==> src/video_out_pkg.sv <==
/*
 * Shared widths and constants for the pclk_out video output stage.
 * Palette words are packed RGB with red in the top byte.
 * Extra-output mode codes match the 2-bit mode register of the board.
 */

package video_out_pkg;

    // Channel and control widths
    localparam int COLOR_W     = 8;
    localparam int OSD_COLOR_W = 2;
    localparam int MODE_W      = 2;

    // OSD palette indexed by osd_color code 0 to 3
    localparam logic [3*COLOR_W-1:0] OSD_BLACK  = 24'h000000;
    localparam logic [3*COLOR_W-1:0] OSD_BLUE   = 24'h0000ff;
    localparam logic [3*COLOR_W-1:0] OSD_YELLOW = 24'hffff00;
    localparam logic [3*COLOR_W-1:0] OSD_WHITE  = 24'hffffff;

    // Extra analog output modes
    // RGBHV with separate hsync and vsync
    localparam logic [MODE_W-1:0] EXTRA_OUT_RGBHV = 2'd0;
    // RGBCS with composite sync on the hsync line
    localparam logic [MODE_W-1:0] EXTRA_OUT_RGBCS = 2'd1;
    // RGsB with composite sync also on green through sync_n
    localparam logic [MODE_W-1:0] EXTRA_OUT_RGSB  = 2'd2;
    // YPbPr with sync on luma and blanking left to the encoder
    localparam logic [MODE_W-1:0] EXTRA_OUT_YPBPR = 2'd3;

endpackage

==> src/osd_overlay.sv <==
/*
 * First output register stage. Replaces the pixel with a fixed OSD
 * palette color while osd_enable_i is high. Syncs and DE are delayed
 * by the same single cycle. osd_color_i must be known when enabled.
 */

`timescale 1ns/1ps

module osd_overlay (
    input  logic                                pclk_out,
    input  logic                                po_reset_n,
    input  logic [video_out_pkg::COLOR_W-1:0]   r_i,
    input  logic [video_out_pkg::COLOR_W-1:0]   g_i,
    input  logic [video_out_pkg::COLOR_W-1:0]   b_i,
    input  logic                                hsync_i,
    input  logic                                vsync_i,
    input  logic                                de_i,
    input  logic                                osd_enable_i,
    input  logic [video_out_pkg::OSD_COLOR_W-1:0] osd_color_i,
    output logic [video_out_pkg::COLOR_W-1:0]   r_o,
    output logic [video_out_pkg::COLOR_W-1:0]   g_o,
    output logic [video_out_pkg::COLOR_W-1:0]   b_o,
    output logic                                hsync_o,
    output logic                                vsync_o,
    output logic                                de_o
);

    import video_out_pkg::*;

    logic [3*COLOR_W-1:0] osd_rgb;
    logic [3*COLOR_W-1:0] pix_rgb;

    // Palette lookup
    always_comb begin
        case (osd_color_i)
            2'd0:    osd_rgb = OSD_BLACK;
            2'd1:    osd_rgb = OSD_BLUE;
            2'd2:    osd_rgb = OSD_YELLOW;
            default: osd_rgb = OSD_WHITE;
        endcase
    end

    assign pix_rgb = osd_enable_i ? osd_rgb : {r_i, g_i, b_i};

    always_ff @(posedge pclk_out or negedge po_reset_n) begin
        if (!po_reset_n) begin
            {r_o, g_o, b_o} <= '0;
            hsync_o         <= 1'b0;
            vsync_o         <= 1'b0;
            de_o            <= 1'b0;
        end else begin
            {r_o, g_o, b_o} <= pix_rgb;
            hsync_o         <= hsync_i;
            vsync_o         <= vsync_i;
            de_o            <= de_i;
        end
    end

    // OSD generator must deliver a valid code whenever it overlays
    a_osd_color_known: assert property (
        @(posedge pclk_out) disable iff (!po_reset_n)
        osd_enable_i |-> !$isunknown(osd_color_i)
    ) else $error("osd_color_i unknown while OSD enabled");

endmodule

==> src/dac_sync_encoder.sv <==
/*
 * Registered sync and blank encoding for the analog DAC.
 * Composite sync is ~(hsync ^ vsync) of the raw input syncs.
 * Modes without a separate vsync line drive it high.
 * One cycle latency, aligned with the OSD overlay stage.
 */

`timescale 1ns/1ps

module dac_sync_encoder (
    input  logic                            pclk_out,
    input  logic                            po_reset_n,
    input  logic                            hsync_i,
    input  logic                            vsync_i,
    input  logic                            de_i,
    input  logic [video_out_pkg::MODE_W-1:0] extra_out_mode_i,
    output logic                            hsync_o,
    output logic                            vsync_o,
    output logic                            blank_n_o,
    output logic                            sync_n_o
);

    import video_out_pkg::*;

    logic csync;
    logic hsync_nxt;
    logic vsync_nxt;
    logic blank_n_nxt;
    logic sync_n_nxt;

    assign csync = ~(hsync_i ^ vsync_i);

    always_comb begin
        hsync_nxt   = csync;
        vsync_nxt   = 1'b1;
        blank_n_nxt = de_i;
        sync_n_nxt  = 1'b0;
        case (extra_out_mode_i)
            EXTRA_OUT_RGBHV: begin
                hsync_nxt = hsync_i;
                vsync_nxt = vsync_i;
            end
            EXTRA_OUT_RGBCS: begin
                sync_n_nxt = 1'b0;
            end
            EXTRA_OUT_RGSB: begin
                sync_n_nxt = csync;
            end
            EXTRA_OUT_YPBPR: begin
                // Blanking comes from the video level itself
                blank_n_nxt = 1'b1;
                sync_n_nxt  = csync;
            end
            default: begin
                sync_n_nxt = 1'b0;
            end
        endcase
    end

    always_ff @(posedge pclk_out or negedge po_reset_n) begin
        if (!po_reset_n) begin
            hsync_o   <= 1'b0;
            vsync_o   <= 1'b0;
            blank_n_o <= 1'b0;
            sync_n_o  <= 1'b0;
        end else begin
            hsync_o   <= hsync_nxt;
            vsync_o   <= vsync_nxt;
            blank_n_o <= blank_n_nxt;
            sync_n_o  <= sync_n_nxt;
        end
    end

    // No sync on green in RGB modes with separate sync
    a_rgb_no_sog: assert property (
        @(posedge pclk_out) disable iff (!po_reset_n)
        (extra_out_mode_i == EXTRA_OUT_RGBHV || extra_out_mode_i == EXTRA_OUT_RGBCS)
            |=> !sync_n_o
    ) else $error("sync_n_o high in RGBHV/RGBCS mode");

    a_ypbpr_no_blank: assert property (
        @(posedge pclk_out) disable iff (!po_reset_n)
        (extra_out_mode_i == EXTRA_OUT_YPBPR) |=> blank_n_o
    ) else $error("blank_n_o low in YPbPr mode");

endmodule

==> src/tx_dac_output.sv <==
/*
 * Final output registers. The HDMI transmitter side follows the
 * overlay stage on every edge. The DAC side loads only while the
 * delayed extra-output enable is high and holds its last values
 * otherwise. extra_out_en_i reaches dac_en_o after two cycles.
 */

`timescale 1ns/1ps

module tx_dac_output (
    input  logic                              pclk_out,
    input  logic                              po_reset_n,
    input  logic [video_out_pkg::COLOR_W-1:0] ov_r_i,
    input  logic [video_out_pkg::COLOR_W-1:0] ov_g_i,
    input  logic [video_out_pkg::COLOR_W-1:0] ov_b_i,
    input  logic                              ov_hsync_i,
    input  logic                              ov_vsync_i,
    input  logic                              ov_de_i,
    input  logic                              enc_hsync_i,
    input  logic                              enc_vsync_i,
    input  logic                              enc_blank_n_i,
    input  logic                              enc_sync_n_i,
    input  logic                              extra_out_en_i,
    output logic [video_out_pkg::COLOR_W-1:0] tx_r_o,
    output logic [video_out_pkg::COLOR_W-1:0] tx_g_o,
    output logic [video_out_pkg::COLOR_W-1:0] tx_b_o,
    output logic                              tx_hsync_o,
    output logic                              tx_vsync_o,
    output logic                              tx_de_o,
    output logic [video_out_pkg::COLOR_W-1:0] dac_r_o,
    output logic [video_out_pkg::COLOR_W-1:0] dac_g_o,
    output logic [video_out_pkg::COLOR_W-1:0] dac_b_o,
    output logic                              dac_hsync_o,
    output logic                              dac_vsync_o,
    output logic                              dac_blank_n_o,
    output logic                              dac_sync_n_o,
    output logic                              dac_en_o
);

    // Enable aligned with the stage-1 data
    logic extra_out_en_q;

    always_ff @(posedge pclk_out or negedge po_reset_n) begin
        if (!po_reset_n) begin
            extra_out_en_q <= 1'b0;
            dac_en_o       <= 1'b0;
        end else begin
            extra_out_en_q <= extra_out_en_i;
            dac_en_o       <= extra_out_en_q;
        end
    end

    // HDMI TX
    always_ff @(posedge pclk_out or negedge po_reset_n) begin
        if (!po_reset_n) begin
            {tx_r_o, tx_g_o, tx_b_o} <= '0;
            tx_hsync_o               <= 1'b0;
            tx_vsync_o               <= 1'b0;
            tx_de_o                  <= 1'b0;
        end else begin
            {tx_r_o, tx_g_o, tx_b_o} <= {ov_r_i, ov_g_i, ov_b_i};
            tx_hsync_o               <= ov_hsync_i;
            tx_vsync_o               <= ov_vsync_i;
            tx_de_o                  <= ov_de_i;
        end
    end

    // Analog DAC holds while the expansion port is used otherwise
    always_ff @(posedge pclk_out or negedge po_reset_n) begin
        if (!po_reset_n) begin
            {dac_r_o, dac_g_o, dac_b_o} <= '0;
            dac_hsync_o                 <= 1'b0;
            dac_vsync_o                 <= 1'b0;
            dac_blank_n_o               <= 1'b0;
            dac_sync_n_o                <= 1'b0;
        end else if (extra_out_en_q) begin
            {dac_r_o, dac_g_o, dac_b_o} <= {ov_r_i, ov_g_i, ov_b_i};
            dac_hsync_o                 <= enc_hsync_i;
            dac_vsync_o                 <= enc_vsync_i;
            dac_blank_n_o               <= enc_blank_n_i;
            dac_sync_n_o                <= enc_sync_n_i;
        end
    end

    // dac_en_o low means no load happened on the last edge
    a_dac_hold: assert property (
        @(posedge pclk_out) disable iff (!po_reset_n)
        !dac_en_o |-> $stable({dac_r_o, dac_g_o, dac_b_o, dac_hsync_o, dac_vsync_o,
                               dac_blank_n_o, dac_sync_n_o})
    ) else $error("DAC outputs changed while dac_en_o low");

endmodule

==> src/video_out_top.sv <==
/*
 * pclk_out output stage of the scan converter.
 * Inputs are scaled video in the pclk_out domain. Two cycles from any
 * pixel or control input to the tx_* and dac_* outputs.
 * DAC pixels are sent unconverted in every extra-output mode.
 */

`timescale 1ns/1ps

module video_out_top (
    input  logic                                  pclk_out,
    input  logic                                  po_reset_n,
    input  logic [video_out_pkg::COLOR_W-1:0]     r_i,
    input  logic [video_out_pkg::COLOR_W-1:0]     g_i,
    input  logic [video_out_pkg::COLOR_W-1:0]     b_i,
    input  logic                                  hsync_i,
    input  logic                                  vsync_i,
    input  logic                                  de_i,
    input  logic                                  osd_enable_i,
    input  logic [video_out_pkg::OSD_COLOR_W-1:0] osd_color_i,
    input  logic                                  extra_out_en_i,
    input  logic [video_out_pkg::MODE_W-1:0]      extra_out_mode_i,
    output logic [video_out_pkg::COLOR_W-1:0]     tx_r_o,
    output logic [video_out_pkg::COLOR_W-1:0]     tx_g_o,
    output logic [video_out_pkg::COLOR_W-1:0]     tx_b_o,
    output logic                                  tx_hsync_o,
    output logic                                  tx_vsync_o,
    output logic                                  tx_de_o,
    output logic [video_out_pkg::COLOR_W-1:0]     dac_r_o,
    output logic [video_out_pkg::COLOR_W-1:0]     dac_g_o,
    output logic [video_out_pkg::COLOR_W-1:0]     dac_b_o,
    output logic                                  dac_hsync_o,
    output logic                                  dac_vsync_o,
    output logic                                  dac_blank_n_o,
    output logic                                  dac_sync_n_o,
    output logic                                  dac_en_o
);

    import video_out_pkg::*;

    // Stage 1 overlay outputs
    logic [COLOR_W-1:0] ov_r;
    logic [COLOR_W-1:0] ov_g;
    logic [COLOR_W-1:0] ov_b;
    logic               ov_hsync;
    logic               ov_vsync;
    logic               ov_de;

    // Stage 1 sync encoder outputs
    logic enc_hsync;
    logic enc_vsync;
    logic enc_blank_n;
    logic enc_sync_n;

    osd_overlay u_osd_overlay (
        .pclk_out     (pclk_out),
        .po_reset_n   (po_reset_n),
        .r_i          (r_i),
        .g_i          (g_i),
        .b_i          (b_i),
        .hsync_i      (hsync_i),
        .vsync_i      (vsync_i),
        .de_i         (de_i),
        .osd_enable_i (osd_enable_i),
        .osd_color_i  (osd_color_i),
        .r_o          (ov_r),
        .g_o          (ov_g),
        .b_o          (ov_b),
        .hsync_o      (ov_hsync),
        .vsync_o      (ov_vsync),
        .de_o         (ov_de)
    );

    dac_sync_encoder u_dac_sync_encoder (
        .pclk_out         (pclk_out),
        .po_reset_n       (po_reset_n),
        .hsync_i          (hsync_i),
        .vsync_i          (vsync_i),
        .de_i             (de_i),
        .extra_out_mode_i (extra_out_mode_i),
        .hsync_o          (enc_hsync),
        .vsync_o          (enc_vsync),
        .blank_n_o        (enc_blank_n),
        .sync_n_o         (enc_sync_n)
    );

    tx_dac_output u_tx_dac_output (
        .pclk_out       (pclk_out),
        .po_reset_n     (po_reset_n),
        .ov_r_i         (ov_r),
        .ov_g_i         (ov_g),
        .ov_b_i         (ov_b),
        .ov_hsync_i     (ov_hsync),
        .ov_vsync_i     (ov_vsync),
        .ov_de_i        (ov_de),
        .enc_hsync_i    (enc_hsync),
        .enc_vsync_i    (enc_vsync),
        .enc_blank_n_i  (enc_blank_n),
        .enc_sync_n_i   (enc_sync_n),
        .extra_out_en_i (extra_out_en_i),
        .tx_r_o         (tx_r_o),
        .tx_g_o         (tx_g_o),
        .tx_b_o         (tx_b_o),
        .tx_hsync_o     (tx_hsync_o),
        .tx_vsync_o     (tx_vsync_o),
        .tx_de_o        (tx_de_o),
        .dac_r_o        (dac_r_o),
        .dac_g_o        (dac_g_o),
        .dac_b_o        (dac_b_o),
        .dac_hsync_o    (dac_hsync_o),
        .dac_vsync_o    (dac_vsync_o),
        .dac_blank_n_o  (dac_blank_n_o),
        .dac_sync_n_o   (dac_sync_n_o),
        .dac_en_o       (dac_en_o)
    );

endmodule

==> config.mk <==
export PLATFORM = sky130hd
export DESIGN_NAME = video_out_top
export DESIGN_NICKNAME = d
export VERILOG_FILES = /design/src/video_out_pkg.sv /design/src/osd_overlay.sv /design/src/dac_sync_encoder.sv /design/src/tx_dac_output.sv /design/src/video_out_top.sv
export SDC_FILE = /design/constraint.sdc
export NUM_CORES = 1
export LEC_CHECK = 0
export ABC_AREA = 0
export BUFFER_PORTS_ARGS = -buffer_cell sky130_fd_sc_hd__buf_2
export CORE_MARGIN = 5
export CORE_UTILIZATION = 39
export DETAILED_ROUTE_END_ITERATION = 7
export GPL_TIMING_DRIVEN = 0
export PLACE_DENSITY = 0.61
export SYNTH_ARGS = -nofsm -noshare
export SYNTH_HDL_FRONTEND = slang
export SYNTH_HIERARCHICAL = 1
export SYNTH_SLANG_ARGS = --single-unit
==> constraint.sdc <==
create_clock -name pclk_out -period 2.17 [get_ports pclk_out]
set_input_delay 0.651 -clock pclk_out [delete_from_list [all_inputs] [get_ports pclk_out]]
set_output_delay 0.651 -clock pclk_out [all_outputs]
set_load 0.01 [all_outputs]
======== Word level (Yosys, flattened, before mapping) ========
Index checks and enable logic that the tools add are counted.
cells by class
  equality and inequality tests ........... 4
  multiplexer cells ....................... 6
  bitwise gates (word level) .............. 2
  reduce and logical (&&, ||, !) cells .... 3
operators by type and width
  operator                                                         number
  24-bit one-hot mux with 3 select lines                           1
  24-bit 2-to-1 mux                                                1
  2-bit == test, second input constant                             3
  2-bit zero test                                                  2
  1-bit 2-to-1 mux                                                 4
  2-bit by 1-bit == test with 1-bit output, second input constant  1
  2-bit OR reduction                                               1
  1-bit inverter                                                   1
  1-bit bitwise XOR                                                1
storage, ports and cells
  flip-flop bits (word level) ............. 88

======== Logic depth before layout (Yosys ltp) ========
  word-level depth ........................ 3
  gate-level depth with buffers ........... 3

======== Modules after synthesis ========
Netlist, hierarchy kept.
by module, submodules not included
  module            instances  cells each  area an instance (µm²)  seq. area each (µm²)
  tx_dac_output     1          88          1,868.0                 1,426.4
  osd_overlay       1          55          1,077.3                 675.6
  dac_sync_encoder  1          10          145.1                   100.1

======== Worst setup path after synthesis ========
OpenSTA, ideal clock, no wires.
  path type ............................... input-to-reg
  from .................................... in osd_enable_i
  to ...................................... reg u_osd_overlay/b_o[3] in the netlist's numbering
  setup time .............................. 0.125 ns
  data arrival time ....................... 1.190 ns
  required time ........................... 2.045 ns
  slack ................................... 0.855 ns
  stages .................................. 3
  cells stage by stage .................... buf_6 -> buf_12 -> mux2_4
on the way
  longest elaborated chain between the ends .. 1
ends and longest elaborated chain
  item                                line                 RTL
  from (decl)                         video_out_top.sv:19  input logic osd_enable_i,
  24-bit 2-to-1 mux                   osd_overlay.sv:43    assign pix_rgb = osd_enable_i ? osd_rgb : {r_i, g_i, b_i};
  named net u_osd_overlay.pix_rgb[3]  osd_overlay.sv:31    logic [3*COLOR_W-1:0] pix_rgb;
  to (signal assigned)                osd_overlay.sv:52    {r_o, g_o, b_o} <= pix_rgb;
  to (decl)                           osd_overlay.sv:22    output logic [video_out_pkg::COLOR_W-1:0] b_o,
The timed path passes the listed nets, and every way through them passes these cells.
A chain may end at the register's enable or synchronous reset.

======== Final worst setup path ========
  from .................................... reg u_tx_dac_output/dac_g_o[5] in the netlist's numbering
  to ...................................... out dac_g_o[5] in the netlist's numbering
RTL lines
  item                    line                 RTL
  from (decl)             tx_dac_output.sv:31  output logic [video_out_pkg::COLOR_W-1:0] dac_g_o,
  from (signal assigned)  tx_dac_output.sv:77  {dac_r_o, dac_g_o, dac_b_o} <= {ov_r_i, ov_g_i, ov_b_i};
  to (decl)               video_out_top.sv:30  output logic [video_out_pkg::COLOR_W-1:0] dac_g_o,
No word-level cell between the ends.

==> results by group <==
Worst setup path
  – Max stage delay on crit path: approximately 0.4 ns
  – Crit Path Max Fanout: 2
  – Slowest cell on the critical path: dfrtp_1
  – Startpoint types: flop
  – Worst setup EP type: primary output
  – Buf/Inv on CP: 1
  – CP cell instances: buf_2
  – Crit path to: dac_g_o[5]
  – WP depth: 1
  – Crit path from: u_tx_dac_output/dac_g_o[5]
  – R2R Setup Slk: between 1 and 1.5 ns
  – R2R cell count: 3
  – R2r endpoint: u_tx_dac_output/dac_b_o[1]
  – FF-to-FF Start: u_tx_dac_output/extra_out_en_q
  – CP Data Arrival Time: about 0.9 ns
  – CP top delay family: flip-flops
  – Required time of the critical path: about 1.5 ns
  – Setup CP Type: reg -> out

Synth
  – Synth cell types: 11
  – Largest family of logic cells by synthesized area: multiplexers
  – Compound-cell area share of the yosys netlist: 0.00486
  – Synthesized area per cell: slightly above 20 um2
  – Post-synthesis xor/xnor area fraction: 0.00567
  – Post-Synth Simple-Gate Area: 0.00405
  – Synth warn: 6
  – Post-synthesis sequential area ratio: 0.713
  – Cell area after synthesis: about 0.0031 mm2
  – Mux cell area share after synthesis: 0.238
  – Yosys reg bits: slightly below 90
  – Net count after synthesis: 188
  – Post-Synth Adder-Cell Area: 0
  – Post-Syn Instances: around 150

Finish
  – N_diodes: 0
  – # nets final: 289
  – Most frequent cells in the layout: 89 x buf_2, 88 x dfrtp_1, 40 x mux2_4
  – Post-route cell area: around 0.0039 mm2
  – Proportion of layout cells with a drive suffix above 1: 0.625
  – Leading cell type in the layout, fill and taps excluded: buf_2
  – Synth-to-Final Area Change: 26.4%
  – Post-layout util: 0.506

Floorplan
  – Chip Height: roughly 99 um
  – Core area: ~0.0077 mm2
  – Starting Density: 0.400
  – # rows: 32
  – Die width: 99.0 um
  – Die area: slightly below 0.01 mm2
  – Io pins: just over 90

Pwr
  – Final Total Pwr: around 3.5 mW
  – Peak VDD IR: roughly 370 uV
  – Leak: ~1.9 nW
  – PD cells: about 900 mW/mm2

Global routing
  – Initial antenna violation count: 0
  – GRT Util Overall: 0.122
  – First-pass GRT wire length: 9180 um
  – Largest net degree at the start of global routing: 54
  – Vias in the first global route: 1,751
  – Remaining global-route overflow: 0

Clock tree
  – Worst-Skew Late Latency: roughly 0.34 ns
  – Clock buffer depth: 2
  – CTS Sinks: 88
  – Clock Pin Slew Worst Setup and Hold Paths: around 0.080 ns
  – Total CTS buffers: 9
  – Number of gates resized after cts: 0
  – Root buf cell: clkbuf_8
  – Quantity of hold-fixing buffers added after cts: 0
  – H-tree Lvls: 3
  – Postcts setup bufs: 0
  – CTS tree: built

Timing
  – Worst Tran Pin Value: a little under 0.5 ns
  – Slew HR: 0.679
  – Clock Skew: roughly 0.009 ns
  – Final Max Slew Viols: 0
  – Worst hold margin: 0.267 ns
  – Final setup fails: 0
  – Final period util: 0.708
  – Final Hold Viols: 0
  – RSZ-0062 raised after global routing: no
  – Tmin final: between 1.5 and 2 ns
  – Fmax: about 650 MHz

Run
  – Max Cap Viol: 0

Detailed routing
  – Final wirelength: roughly 5500 um
  – DRT iter0 DRCs: 26
  – Remaining DRCs: 0
  – Drt first pass iters: 3
  – Final antenna-violating net count: 0
  – Routed vias: approximately 1,600
  – Routed len/inst: approximately 15 um
  – Vias per inst: about 4.3

Place
  – DP Area: between 0.003 and 0.004 mm2
  – GP Congestion: between 0.6 and 0.7
  – HPWL after detailed placement: slightly below 4000 um
  – IO buf count: just under 90

Outcome
  – Status: finished clean

Hold path
  – Hold Crit Class: in -> async
[worst min-delay path by stage]
stage | to | slack (ns) | depth (start not counted)
after floorplan | u_tx_dac_output/tx_de_o | 0.33 | 0
after global placement | u_tx_dac_output/tx_vsync_o | 0.33 | 0
after detailed placement | u_tx_dac_output/tx_de_o | 0.34 | 0
final | u_osd_overlay/b_o[1] | 0.27 | 1
after global routing | u_tx_dac_output/tx_b_o[1] | 0.29 | 1
after CTS | u_tx_dac_output/tx_b_o[3] | 0.26 | 1
[per-layer routing]
layer  vias to the layer above  routed length (um)  global-route usage
li1                        714                   -                   -
met1                       799                2270               0.148
met2                        44                2830               0.196
met3                         9                 344              0.0418
met4                         0                  88              0.0567
met5                         -                   0                   0
[logic make-up (layout without fill, tap and decap cells)]
| logic type | after synthesis | count (layout) |
|---|---|---|
| and+or+nand+nor | 2 | 2 |
| xor gates and xnor gates | 2 | 2 |
| buffers and inverters | 7 | 113 |
| DFF | 88 | 88 |
| AOI/OAI and AO/OA | 2 | 2 |
| muxes | 52 | 52 |
[layout make-up]
class | count | area (um2)
buffer | 7 | 108
clock buffer | 13 | 149
clock inverter | 3 | 65.1
fill | 672 | 3820
multi-input combinational | 58 | 781
sequential | 88 | 2200
tap | 102 | 128
timing repair buffer | 90 | 475
[per-stage QoR]
stage	setup slack (ns)	cells	setup TNS [ns]
floorplan	0.855	153	0
global placement	-0.256	344	-21.99
detailed placement	0.756	345	0
CTS	0.608	361	0
global route	0.584	361	0
finish	0.634	361	0
[synthesized netlist by cell type (all sizes together)]
cell type	instances	area share
a21o	1	0.0024
and2	1	0.0020
buf	7	0.035
dfrtp	88	0.71
mux2	52	0.24
o21bai	1	0.0024
or3	1	0.0020
xnor2	2	0.0057
[power by group]
part / total [mW] / switching (mW) / internal, mW
sequential: 1.85 / 0.0622 / 1.78
clock: 1.21 / 0.526 / 0.681
combinational: 0.447 / 0.198 / 0.249
total: 3.50 / 0.787 / 2.71
[registers in the layout, indices dropped and copies added (netlist names), 8 cells and up]
register	count
u_osd_overlay/b_o	8
u_osd_overlay/g_o	8
u_osd_overlay/r_o	8
u_tx_dac_output/dac_b_o	8
u_tx_dac_output/dac_g_o	8
u_tx_dac_output/dac_r_o	8
u_tx_dac_output/tx_b_o	8
u_tx_dac_output/tx_g_o	8
u_tx_dac_output/tx_r_o	8
(Power assumes the default switching activity.)
